`src/source/axi_bridge_pkg.sv`:
```
// AXI side definitions for the AXI3 to simple bus bridge
// widths, response codes, single-beat transfer rule and FSM state codes
package axi_bridge_pkg;

   // ----------------------------------------
   // channel widths
   localparam int axi_id_w   = 8;                       // AxID, BID, RID
   localparam int axi_addr_w = 32;                      // byte address
   localparam int axi_data_w = 32;                      // one word per beat
   localparam int axi_len_w  = 4;                       // AXI3 AxLEN
   localparam int axi_size_w = 3;                       // AxSIZE
   localparam int axi_resp_w = 2;                       // BRESP, RRESP

   // ----------------------------------------
   // response codes
   localparam logic [axi_resp_w-1:0] resp_okay   = 2'b00;
   localparam logic [axi_resp_w-1:0] resp_slverr = 2'b10;

   // only single beats of 4 bytes are served
   localparam logic [axi_size_w-1:0] beat_size_word  = 3'b010;
   localparam logic [axi_len_w-1:0]  beat_len_single = 4'h0;

   // ----------------------------------------
   // transaction FSM encoding
   localparam int st_w = 3;
   localparam logic [st_w-1:0] st_idle  = 3'd0;         // waiting for AW or AR
   localparam logic [st_w-1:0] st_wdata = 3'd1;         // waiting for the W beat
   localparam logic [st_w-1:0] st_wbus  = 3'd2;         // write on the simple bus
   localparam logic [st_w-1:0] st_rbus  = 3'd3;         // read on the simple bus
   localparam logic [st_w-1:0] st_resp  = 3'd4;         // B or R pending

   // true for a single 4 byte beat
   function automatic logic is_single_word(input logic [axi_len_w-1:0]  len,
                                           input logic [axi_size_w-1:0] size);
      return (len == beat_len_single) && (size == beat_size_word);
   endfunction

endpackage

```
`src/source/sys_bus_pkg.sv`:
```
// simple strobe bus definitions
// bus widths, register file address map and acknowledge timeout
package sys_bus_pkg;

   // ----------------------------------------
   // bus widths
   localparam int sys_addr_w = 32;                      // byte address
   localparam int sys_data_w = 32;                      // full word transfers

   // ----------------------------------------
   // register file map
   localparam int reg_count = 16;                       // words at 0x00..0x3c
   localparam int reg_idx_w = $clog2(reg_count);        // word index bits

   // register 0 is a read only identifier
   localparam logic [sys_data_w-1:0] reg_id_value = 32'h5b1d_0103;

   // ----------------------------------------
   // acknowledge protection
   localparam int ack_timeout = 32;                     // cycles from acceptance
   localparam int ack_cnt_w   = $clog2(ack_timeout + 1); // holds 0..ack_timeout

endpackage

```
`src/source/bridge_fsm.sv`:
```
// transaction FSM of the AXI to simple bus bridge
// one transaction at a time, write wins over read, sequences bus access and response
`timescale 1ns/100ps

module bridge_fsm (
   input  logic axi,
   input  logic rst,
   input  logic awvalid,
   input  logic arvalid,
   input  logic wvalid,
   input  logic bready,
   input  logic rready,
   input  logic bus_ack,
   input  logic timed_out,
   input  logic xfer_err,
   input  logic resp_busy,
   output logic awready,
   output logic arready,
   output logic wready,
   output logic cap_aw,
   output logic cap_ar,
   output logic cap_w,
   output logic wen,
   output logic ren,
   output logic timer_start,
   output logic timer_done,
   output logic resp_load,
   output logic resp_is_read
);
   import axi_bridge_pkg::*;

   logic [st_w-1:0] state;
   logic [st_w-1:0] state_nxt;
   logic            issue;                            // first cycle of a bus state
   logic            rd_txn;                           // current transaction is a read
   logic            complete;                         // ack, timeout or error

   // ----------------------------------------
   // handshakes
   assign awready = (state == st_idle);
   assign arready = (state == st_idle) && !awvalid;   // write has priority
   assign wready  = (state == st_wdata);

   assign cap_aw = awvalid && awready;
   assign cap_ar = arvalid && arready;
   assign cap_w  = wvalid && wready;

   // bus strobes only for legal, not yet timed out requests
   assign wen = issue && (state == st_wbus) && !xfer_err && !timed_out;
   assign ren = issue && (state == st_rbus) && !xfer_err && !timed_out;

   assign complete = ((state == st_wbus) || (state == st_rbus))
                     && (bus_ack || timed_out || xfer_err);

   assign timer_start  = cap_aw || cap_ar;            // count from acceptance
   assign timer_done   = complete;
   assign resp_load    = complete;
   assign resp_is_read = rd_txn;

   always_comb begin
      state_nxt = state;
      case (state)
         st_idle: begin
            if (cap_aw)
               state_nxt = st_wdata;
            else if (cap_ar)
               state_nxt = st_rbus;
         end
         st_wdata: if (cap_w) state_nxt = st_wbus;
         st_wbus,
         st_rbus:  if (complete) state_nxt = st_resp;
         st_resp: begin
            // back to idle right after the B or R handshake
            if (resp_busy && (rd_txn ? rready : bready))
               state_nxt = st_idle;
         end
         default:  state_nxt = st_idle;
      endcase
   end

   always_ff @(posedge axi) begin
      if (rst) begin
         state  <= st_idle;
         issue  <= 1'b0;
         rd_txn <= 1'b0;
      end else begin
         state <= state_nxt;
         issue <= cap_w || cap_ar;                     // entering wbus or rbus
         if (cap_aw)
            rd_txn <= 1'b0;
         else if (cap_ar)
            rd_txn <= 1'b1;
      end
   end

endmodule

```
`src/source/ack_timer.sv`:
```
// acknowledge timer
// starts at acceptance, flags a bus access that was never acknowledged
`timescale 1ns/100ps

module ack_timer (
   input  logic axi,
   input  logic rst,
   input  logic start,
   input  logic done,
   output logic timed_out
);
   import sys_bus_pkg::*;

   logic [ack_cnt_w-1:0] cnt;                         // zero when idle

   always_ff @(posedge axi) begin
      if (rst) begin
         cnt <= '0;
      end else begin
         if (done)
            cnt <= '0;                                 // transaction closed
         else if (start)
            cnt <= ack_cnt_w'(1);
         else if ((cnt != '0) && (cnt != ack_cnt_w'(ack_timeout)))
            cnt <= cnt + ack_cnt_w'(1);                // holds at the limit
      end
   end

   // stays high until done clears the count
   assign timed_out = (cnt == ack_cnt_w'(ack_timeout));

endmodule

```
`src/source/req_capture.sv`:
```
// request capture
// holds ID, address, write data and the transfer error flag for the simple bus
`timescale 1ns/100ps

module req_capture (
   input  logic                                  axi,
   input  logic                                  rst,
   input  logic                                  cap_aw,
   input  logic                                  cap_ar,
   input  logic                                  cap_w,
   input  logic [axi_bridge_pkg::axi_id_w-1:0]   awid,
   input  logic [axi_bridge_pkg::axi_addr_w-1:0] awaddr,
   input  logic [axi_bridge_pkg::axi_len_w-1:0]  awlen,
   input  logic [axi_bridge_pkg::axi_size_w-1:0] awsize,
   input  logic [axi_bridge_pkg::axi_id_w-1:0]   arid,
   input  logic [axi_bridge_pkg::axi_addr_w-1:0] araddr,
   input  logic [axi_bridge_pkg::axi_len_w-1:0]  arlen,
   input  logic [axi_bridge_pkg::axi_size_w-1:0] arsize,
   input  logic [axi_bridge_pkg::axi_data_w-1:0] wdata,
   output logic                                  xfer_err,
   output logic [axi_bridge_pkg::axi_id_w-1:0]   txn_id,
   output logic [sys_bus_pkg::sys_addr_w-1:0]    addr,
   output logic [sys_bus_pkg::sys_data_w-1:0]    bus_wdata
);
   import axi_bridge_pkg::*;

   // ----------------------------------------
   // error flag
   always_ff @(posedge axi) begin
      if (rst) begin
         xfer_err <= 1'b0;
      end else begin
         if (cap_aw)
            xfer_err <= !is_single_word(awlen, awsize); // burst or not 4 bytes
         else if (cap_ar)
            xfer_err <= !is_single_word(arlen, arsize);
      end
   end

   // ----------------------------------------
   // payload, stable until the next acceptance
   always_ff @(posedge axi) begin
      if (cap_aw) begin
         txn_id <= awid;
         addr   <= awaddr;
      end else if (cap_ar) begin
         txn_id <= arid;
         addr   <= araddr;
      end
      if (cap_w)
         bus_wdata <= wdata;                           // full word, no strobes
   end

endmodule

```
`src/source/resp_gen.sv`:
```
// response generator
// registers the B or R payload and holds it until the master takes it
`timescale 1ns/100ps

module resp_gen (
   input  logic                                  axi,
   input  logic                                  rst,
   input  logic                                  load,
   input  logic                                  is_read,
   input  logic                                  err,
   input  logic                                  timed_out,
   input  logic [axi_bridge_pkg::axi_id_w-1:0]   txn_id,
   input  logic [sys_bus_pkg::sys_data_w-1:0]    rdata,
   input  logic                                  bready,
   input  logic                                  rready,
   output logic                                  bvalid,
   output logic [axi_bridge_pkg::axi_id_w-1:0]   bid,
   output logic [axi_bridge_pkg::axi_resp_w-1:0] bresp,
   output logic                                  rvalid,
   output logic [axi_bridge_pkg::axi_id_w-1:0]   rid,
   output logic [axi_bridge_pkg::axi_data_w-1:0] rdata_out,
   output logic [axi_bridge_pkg::axi_resp_w-1:0] rresp,
   output logic                                  rlast,
   output logic                                  busy
);
   import axi_bridge_pkg::*;

   logic [axi_resp_w-1:0] code;
   logic                  fail;

   assign fail = err || timed_out;
   assign code = fail ? resp_slverr : resp_okay;
   assign busy = bvalid || rvalid;                     // pending until handshake

   // ----------------------------------------
   // valid flags
   always_ff @(posedge axi) begin
      if (rst) begin
         bvalid <= 1'b0;
         rvalid <= 1'b0;
         rlast  <= 1'b0;
      end else begin
         if (load && !is_read)
            bvalid <= 1'b1;
         else if (bvalid && bready)
            bvalid <= 1'b0;
         if (load && is_read) begin
            rvalid <= 1'b1;
            rlast  <= 1'b1;                            // single beat
         end else if (rvalid && rready) begin
            rvalid <= 1'b0;
            rlast  <= 1'b0;
         end
      end
   end

   // payload, loaded once per transaction
   always_ff @(posedge axi) begin
      if (load && !is_read) begin
         bid   <= txn_id;
         bresp <= code;
      end
      if (load && is_read) begin
         rid       <= txn_id;
         rresp     <= code;
         rdata_out <= fail ? '0 : rdata;               // no stale data on error
      end
   end

endmodule

```
`src/source/reg_file.sv`:
```
// register file on the simple bus
// sixteen words, read only ID at 0x00, no acknowledge above 0x3c
`timescale 1ns/100ps

module reg_file (
   input  logic                               axi,
   input  logic                               rst,
   input  logic [sys_bus_pkg::sys_addr_w-1:0] addr,
   input  logic [sys_bus_pkg::sys_data_w-1:0] wdata,
   input  logic                               wen,
   input  logic                               ren,
   output logic [sys_bus_pkg::sys_data_w-1:0] rdata,
   output logic                               ack
);
   import sys_bus_pkg::*;

   logic [sys_data_w-1:0] regs [1:reg_count-1];        // word 0 is the ID
   logic [reg_idx_w-1:0]  idx;
   logic                  hit;

   // ----------------------------------------
   // address decode
   assign idx = addr[reg_idx_w+1:2];                   // word index
   assign hit = (addr[sys_addr_w-1:reg_idx_w+2] == '0); // 0x00..0x3c only

   // acknowledge one cycle after the strobe
   always_ff @(posedge axi) begin
      if (rst)
         ack <= 1'b0;
      else
         ack <= (wen || ren) && hit;                   // hole never answers
   end

   // ----------------------------------------
   // storage
   always_ff @(posedge axi) begin
      if (wen && hit && (idx != '0))
         regs[idx] <= wdata;                           // writes to the ID are dropped
   end

   // read data lines up with ack
   always_ff @(posedge axi) begin
      if (ren && hit) begin
         if (idx == '0)
            rdata <= reg_id_value;
         else
            rdata <= regs[idx];
      end
   end

endmodule

```
`src/source/axi_sys_bridge_top.sv`:
```
// AXI3 slave bridge to the simple strobe bus
// FSM, timer, capture and response blocks with the register file behind them
`timescale 1ns/100ps

module axi_sys_bridge_top (
   input  logic                                  axi,
   input  logic                                  rst,
   input  logic                                  awvalid,
   output logic                                  awready,
   input  logic [axi_bridge_pkg::axi_id_w-1:0]   awid,
   input  logic [axi_bridge_pkg::axi_addr_w-1:0] awaddr,
   input  logic [axi_bridge_pkg::axi_len_w-1:0]  awlen,
   input  logic [axi_bridge_pkg::axi_size_w-1:0] awsize,
   input  logic                                  wvalid,
   output logic                                  wready,
   input  logic [axi_bridge_pkg::axi_data_w-1:0] wdata,
   output logic                                  bvalid,
   input  logic                                  bready,
   output logic [axi_bridge_pkg::axi_id_w-1:0]   bid,
   output logic [axi_bridge_pkg::axi_resp_w-1:0] bresp,
   input  logic                                  arvalid,
   output logic                                  arready,
   input  logic [axi_bridge_pkg::axi_id_w-1:0]   arid,
   input  logic [axi_bridge_pkg::axi_addr_w-1:0] araddr,
   input  logic [axi_bridge_pkg::axi_len_w-1:0]  arlen,
   input  logic [axi_bridge_pkg::axi_size_w-1:0] arsize,
   output logic                                  rvalid,
   input  logic                                  rready,
   output logic [axi_bridge_pkg::axi_id_w-1:0]   rid,
   output logic [axi_bridge_pkg::axi_data_w-1:0] rdata,
   output logic [axi_bridge_pkg::axi_resp_w-1:0] rresp,
   output logic                                  rlast
);
   import axi_bridge_pkg::*;
   import sys_bus_pkg::*;

   // ----------------------------------------
   // control between the bridge blocks
   logic cap_aw, cap_ar, cap_w;
   logic timer_start, timer_done, timed_out;
   logic resp_load, resp_is_read, resp_busy;
   logic xfer_err;

   // simple bus
   logic                  wen, ren, bus_ack;
   logic [axi_id_w-1:0]   txn_id;
   logic [sys_addr_w-1:0] bus_addr;
   logic [sys_data_w-1:0] bus_wdata;
   logic [sys_data_w-1:0] bus_rdata;

   bridge_fsm u_fsm (
      .axi, .rst, .awvalid, .arvalid, .wvalid, .bready, .rready, .bus_ack, .timed_out,
      .xfer_err, .resp_busy, .awready, .arready, .wready, .cap_aw, .cap_ar, .cap_w,
      .wen, .ren, .timer_start, .timer_done, .resp_load, .resp_is_read
   );

   ack_timer u_timer (
      .axi, .rst, .start(timer_start), .done(timer_done), .timed_out
   );

   req_capture u_capture (
      .axi, .rst, .cap_aw, .cap_ar, .cap_w, .awid, .awaddr, .awlen, .awsize,
      .arid, .araddr, .arlen, .arsize, .wdata, .xfer_err, .txn_id,
      .addr(bus_addr), .bus_wdata
   );

   resp_gen u_resp (
      .axi, .rst, .load(resp_load), .is_read(resp_is_read), .err(xfer_err), .timed_out,
      .txn_id, .rdata(bus_rdata), .bready, .rready, .bvalid, .bid, .bresp,
      .rvalid, .rid, .rdata_out(rdata), .rresp, .rlast, .busy(resp_busy)
   );

   reg_file u_regs (
      .axi, .rst, .addr(bus_addr), .wdata(bus_wdata), .wen, .ren,
      .rdata(bus_rdata), .ack(bus_ack)
   );

endmodule

```
`config.mk`:
```
export PLATFORM = sky130hd
export DESIGN_NAME = axi_sys_bridge_top
export DESIGN_NICKNAME = d
export VERILOG_FILES = /design/src/source/axi_bridge_pkg.sv /design/src/source/sys_bus_pkg.sv /design/src/source/bridge_fsm.sv /design/src/source/ack_timer.sv /design/src/source/req_capture.sv /design/src/source/resp_gen.sv /design/src/source/reg_file.sv /design/src/source/axi_sys_bridge_top.sv
export SDC_FILE = /design/constraint.sdc
export NUM_CORES = 1
export LEC_CHECK = 0
export BUFFER_PORTS_ARGS = -buffer_cell sky130_fd_sc_hd__buf_2
export CAP_MARGIN = 20
export CORE_MARGIN = 2
export CORE_UTILIZATION = 45
export DETAILED_ROUTE_END_ITERATION = 10
export GPL_TIMING_DRIVEN = 0
export PLACE_DENSITY_LB_ADDON = 0.15
export SLEW_MARGIN = 20
export SYNTH_ARGS = -nofsm -noshare
export SYNTH_HDL_FRONTEND = slang
export SYNTH_SLANG_ARGS = --single-unit
```
`constraint.sdc`:
```
create_clock -name axi -period 6.1 [get_ports axi]
set_input_delay 0 -clock axi [delete_from_list [all_inputs] [get_ports axi]]
set_output_delay 0 -clock axi [all_outputs]
set_load 0.03 [all_outputs]
```
Word level (Yosys, flattened, before mapping) --
Memories as Yosys holds them, arrays and structs flattened. A register that Yosys moved wholly into a read port is not among the register bits. Cells that the tools add are included.
Storage, ports and cells: memories kept 1, logic and storage cells 106, bits in writable memories 480, register bits 139
Memory list:
- u_regs.regs | words 15, bits a word 32, read ports 1, clocked after Yosys merged registers in 1, write ports 1, RTL line reg_file.sv:17 | logic [sys_data_w-1:0] regs [1:reg_count-1];
Operators by class: $add $sub $neg 1, mux-type cells 22, eq/ne operators 12, reductions and logical operators 53
Operator list (count):
- $mux 32 | 2
- $logic_not 26->1 | 1
- $logic_and 1x1->1 | 23
- $mux 8 | 2
- $mux 3 | 5
- $eq 3x2->1 const B | 4
- $logic_not 4->1 | 3
- $pmux 3 s4 | 1
- $mux 1 | 11
- $logic_or 1x1->1 | 8
- $reduce_bool 2->1 | 4
- $add 6x1->6 const B | 1
- $eq 6x6->1 const B | 1
- $logic_not 1->1 | 6
- $ne 6x6->1 const B | 1
- $reduce_bool 6->1 | 1
- $reduce_or 2->1 | 3
- $ne 2x1->1 const B | 2
- $reduce_and 4->1 | 1
- $reduce_bool 4->1 | 1
- $eq 3x1->1 const B | 1
- $eq 3x3->1 const B | 1
- $logic_not 3->1 | 1
- $ne 3x3->1 const B | 1
- other kinds (3) | 3

Depth between registers and ports, before layout --
word-level depth 8, gate-level depth with buffers 9, depth with buffers taken out 7

Hierarchy --
A second synthesis with hierarchy kept.
Second synthesis, totals: cell total of the unflattened synthesis 1209, area total of the unflattened synthesis 24798.8 µm²
By module, submodules not included:
- reg_file | sequential area each 15394.8 µm², cells an instance 912, area each 19546.2 µm², times used 1
- req_capture | sequential area each 2182.1 µm², cells an instance 127, area each 2742.6 µm², times used 1
- resp_gen | sequential area each 1541.5 µm², cells an instance 101, area each 1869.3 µm², times used 1
- bridge_fsm | sequential area each 100.1 µm², cells an instance 37, area each 339.1 µm², times used 1
- ack_timer | sequential area each 120.1 µm², cells an instance 32, area each 301.5 µm², times used 1

Least setup slack after synthesis --
OpenSTA, ideal clock, no wires.
path type register -> register, start point register u_timer.cnt[0], end point memory u_regs.regs[2][0], enable pin, stages on the path, launching flop included 9, path slack 807 ps, path buffers 1, arrival 4791 ps, required time 5599 ps, period minus slack after synthesis 5293 ps, cells stage by stage dfxtp_1 -> inv_1 -> ha_1 -> nor4b_4 -> a21oi_4 -> inv_2 -> or4_4 -> buf_6 -> nor4_1
On the way: longest elaborated chain between the ends 7
RTL lines:
- from (decl) | RTL line ack_timer.sv:14 | logic [ack_cnt_w-1:0] cnt;
- from (signal assigned) | RTL line ack_timer.sv:23 | cnt <= ack_cnt_w'(1);
- from (signal assigned) | RTL line ack_timer.sv:25 | cnt <= cnt + ack_cnt_w'(1);
- $eq 6x6->1 | RTL line ack_timer.sv:30 | assign timed_out = (cnt == ack_cnt_w'(ack_timeout));
- $logic_not 1->1 | RTL line bridge_fsm.sv:49 | assign wen = issue && (state == st_wbus) && !xfer_err && !timed_out;
- $logic_and 1x1->1 | RTL line bridge_fsm.sv:49
- $logic_and 1x1->1 (2 in series) | RTL line reg_file.sv:37 | if (wen && hit && (idx != '0))
- $mux 1 | RTL line reg_file.sv:37
- $mux 1 (not written as such) | RTL line reg_file.sv:38 | regs[idx] <= wdata;
- to (decl) | RTL line reg_file.sv:17
Every way passes these cells.

Worst setup path in the final report --
start point register u_capture.addr[2] (netlist bit), end point memory u_regs.regs[7][10], enable pin
On the way: longest elaborated chain between the ends 4
RTL lines:
- from (decl) | RTL line req_capture.sv:22 | output logic [sys_bus_pkg::sys_addr_w-1:0] addr,
- from (signal assigned) | RTL line req_capture.sv:45 | addr <= awaddr;
- from (signal assigned) | RTL line req_capture.sv:48 | addr <= araddr;
- $reduce_bool 4->1 | RTL line reg_file.sv:37
- $logic_and 1x1->1 | RTL line reg_file.sv:37
- $mux 1 | RTL line reg_file.sv:37
- $mux 1 (not written as such) | RTL line reg_file.sv:38
Parallel ways exist; a longest one is shown, timed or not.

==> flow_summary.toml <==
[synthesis]
synth_adder_area_share = 0.001026
synth_area_sq_um = 24400
yosys.area.top_type = "edfxtp_1"
synth-compound-area-share = 0.03990
synth_xor_area_frac = 0.001795
netlist_instances = 1207
synth_edf_count = 632
ys_ff_latch = 647
synthMuxAreaShare = 0.1187
synth_simple_gate_area_frac = 0.03241
synth_top_family_by_area = "multiplexers"
yosys-top-cells-count = "edfxtp_1, mux4_2, mux2_2"
async_flop_share = 0
synth_top_area_frac = 0.7779
synth-main-ff-cell = "edfxtp_1"
synth-seq-area-share = 0.7902
synth_cell_types = 50
avgSynthCellArea_sq_um = 20.21
netlist_top_cells_area = "edfxtp_1, mux4_2, mux2_2"
yosysWarnings = 0
synth_most_common_cell = "edfxtp_1"

[clocking]
path_clk_slew_ps = 60
postCtsSetupRepairBufs = 0
tritoncts = "built"
clockBufferDepth = 3
cts_inserted_buffers = 68
clock_sink_count = 647
cts_resized = 0
h-tree-depth = 3
worstSkewPairLatency_ps = 600
cts_root_buf = "clkbuf_16"

[placement]
gp_congestion = 0.7668
dp_cells = 2170
io_buffers = 184
hpwl_mm = 38.00
placed_cell_area_sq_um = 26910

[routing]
wl_per_cell_um = 23.86
vias = 13090
viasPerCell = 5.434
ant_nets = 0
drt_first_pass_iters = 5
post-route-drc-count = 0
routed_wl_mm = 57.45
drtIter0Drc = 1099

[critical_path]
arrival_ps = 4070
endpoint_kind = "register"
cp_max_fo = 10
path_class = "reg2reg"
required_ps = 6390
crit_path_start_kind = "register"

[grt]
grtUsageMet3 = 0.03148
grt_max_degree = 39
busiest_layer = "met2"
grt_pass1_wl_mm = 85.11
grt_overflow = 0
antenna_found_initial = 0
grtUsageTotal = 0.2079
grt_pass1_vias = 13420
global_route.usage.met2 = 0.3422
use_met1 = 0.2896

[outcome]
outcome = "finished clean"

[timing]
maxSlewViolCount = 0
rsz0062_at_grt = "false"
max_slew.worst_pin.slew_ps = 1096
finalHoldViolCount = 0
finalSetupTns_ps = 0
finalCritPeriodShare = 0.6194
setup_viol = 0
finClkSkew_ps = 17.87
hold_slack_ps = 107.2
max-slew-margin-rel = 0.2692
fmax_mhz = 264.7
layout_min_cycle_time_ps = 3778

[cells_and_area]
fin_area_sq_um = 30190
synthToLayoutAreaGrowth_pct = 23.74
register_area_sq_um = 19280
fin_cells = 2408
num-fill-cells = 4089
drive_gt1_frac = 0.3131
nets = 1799
antenna_cells = 0
multi_input_area_sq_um = 4841

[floorplanning]
rows = 85
die_area_sq_um = 56100
die_x_um = 236.8
dieHeight_um = 236.8
initial_utilization = 0.4543
core_area_sq_um = 53710
ios = 191

[pwr]
p_leak_uw = 0.01037
power.density_nw_per_um2 = 347.7
power.total_uw = 10500
peakVddDrop_mv = 0.1917

[job]
maxCapViolCount = 0

[worst_hold_path]
hold_class = "in2reg"
==> registers in the layout, indices dropped and copies added, names as in the netlist <==
register,cells
u_capture.addr,30
u_capture.bus_wdata,32
u_capture.txn_id,8
u_capture.xfer_err,1
u_fsm.issue,1
u_fsm.resp_is_read,1
u_fsm.state,3
u_regs.ack,1
u_regs.rdata,32
u_regs.regs,480
u_resp.bid,8
u_resp.bresp,1
u_resp.bvalid,1
u_resp.rdata_out,32
u_resp.rid,8
u_resp.rlast,1
u_resp.rresp,1
u_timer.cnt,6
==> per-stage QoR <==
step           utilization  setup WS (ps)
4_1_cts             0.5621           2302
2_1_floorplan            -          807.2
3_3_place_gp        0.4877          -3743
3_5_place_dp        0.5011           2316
6_report            0.5621           2322
5_1_grt             0.5621           2112
==> area by class of cell <==
class                           instances  share of cell area
Sequential cell                       647              0.6386
Multi-Input combinational cell        473              0.1604
Timing Repair Buffer                  386             0.09068
Clock buffer                           86             0.06072
Tap cell                              696             0.02885
Buffer                                 68             0.01036
Clock inverter                         32            0.007958
Inverter                               20            0.002487
==> metal layers <==
| metal | wire, um | up-vias |
|---|---|---|
| met3 | 3102 | 97 |
| met2 | 28030 | 415 |
| li1 | - | 5861 |
| met5 | 0 | - |
| met4 | 1182 | 0 |
| met1 | 25140 | 6712 |
==> cells in the final DEF, fill, tap and decap left out, types with 8 or more instances in the layout <==
cell           count
dlygate4sd3_1    120
buf_2            236
inv_1             18
clkbuf_16         71
dfxtp_1           15
clkbuf_1          54
edfxtp_1         632
and2_1            33
buf_4             43
clkinv_1          19
a221o_1           20
o22ai_1           32
nor2_1            39
a211oi_1          13
mux2i_1           52
a221oi_1          13
mux4_2            76
a22oi_1           20
nor3_1             9
mux2_2            59
a21oi_1           25
clkinv_2           8
==> kinds of logic (layout without fill, tap and decap cells) <==
family / after synthesis / after routing
flops: 647 / 647
buf+inv: 88 / 592
compound gates: 134 / 134
simple gates: 143 / 143
mux: 187 / 187
other cells: 1 / 2
fa+ha+maj: 2 / 2
xor+xnor: 5 / 5
==> power breakdown <==
part | switching, uW | leakage (uW) | internal, uW | total, uW
Combinational | 831 | 0.00352 | 601 | 1430
Sequential | 89.5 | 0.00583 | 5050 | 5140
Clock | 1640 | 0.00101 | 2280 | 3920
Total | 2560 | 0.0104 | 7940 | 10500
==> path summary, 6_finish.rpt <==
check / start / slack (ps) / depth (start not counted) / end
hold / removal: wdata[8] / 110 / 2 / u_capture.bus_wdata[8]
setup reg to reg: u_capture.addr[2] / 2320 / 8 / u_regs.regs[7][10]
setup / recovery: u_capture.addr[2] / 2320 / 8 / u_regs.regs[7][10]
hold reg to reg: u_capture.txn_id[3] / 440 / 0 / u_resp.rid[3]
==> timing repair <==
action / CTS / global route
hold buffers: 120 / 0
hold endpoints to repair: 80 / 0
endpoints found under the setup margin: 0 / 0
==> critical path, stage by stage (launching register included) <==
cell and delay (ps):
edfxtp_1 320, buf_2 180, clkbuf_1 750, clkbuf_1 530, nand2_1 310, nor4_2 560, buf_2 330, buf_2 240
buf_2 240
Power figures use the tool's default switching activity.
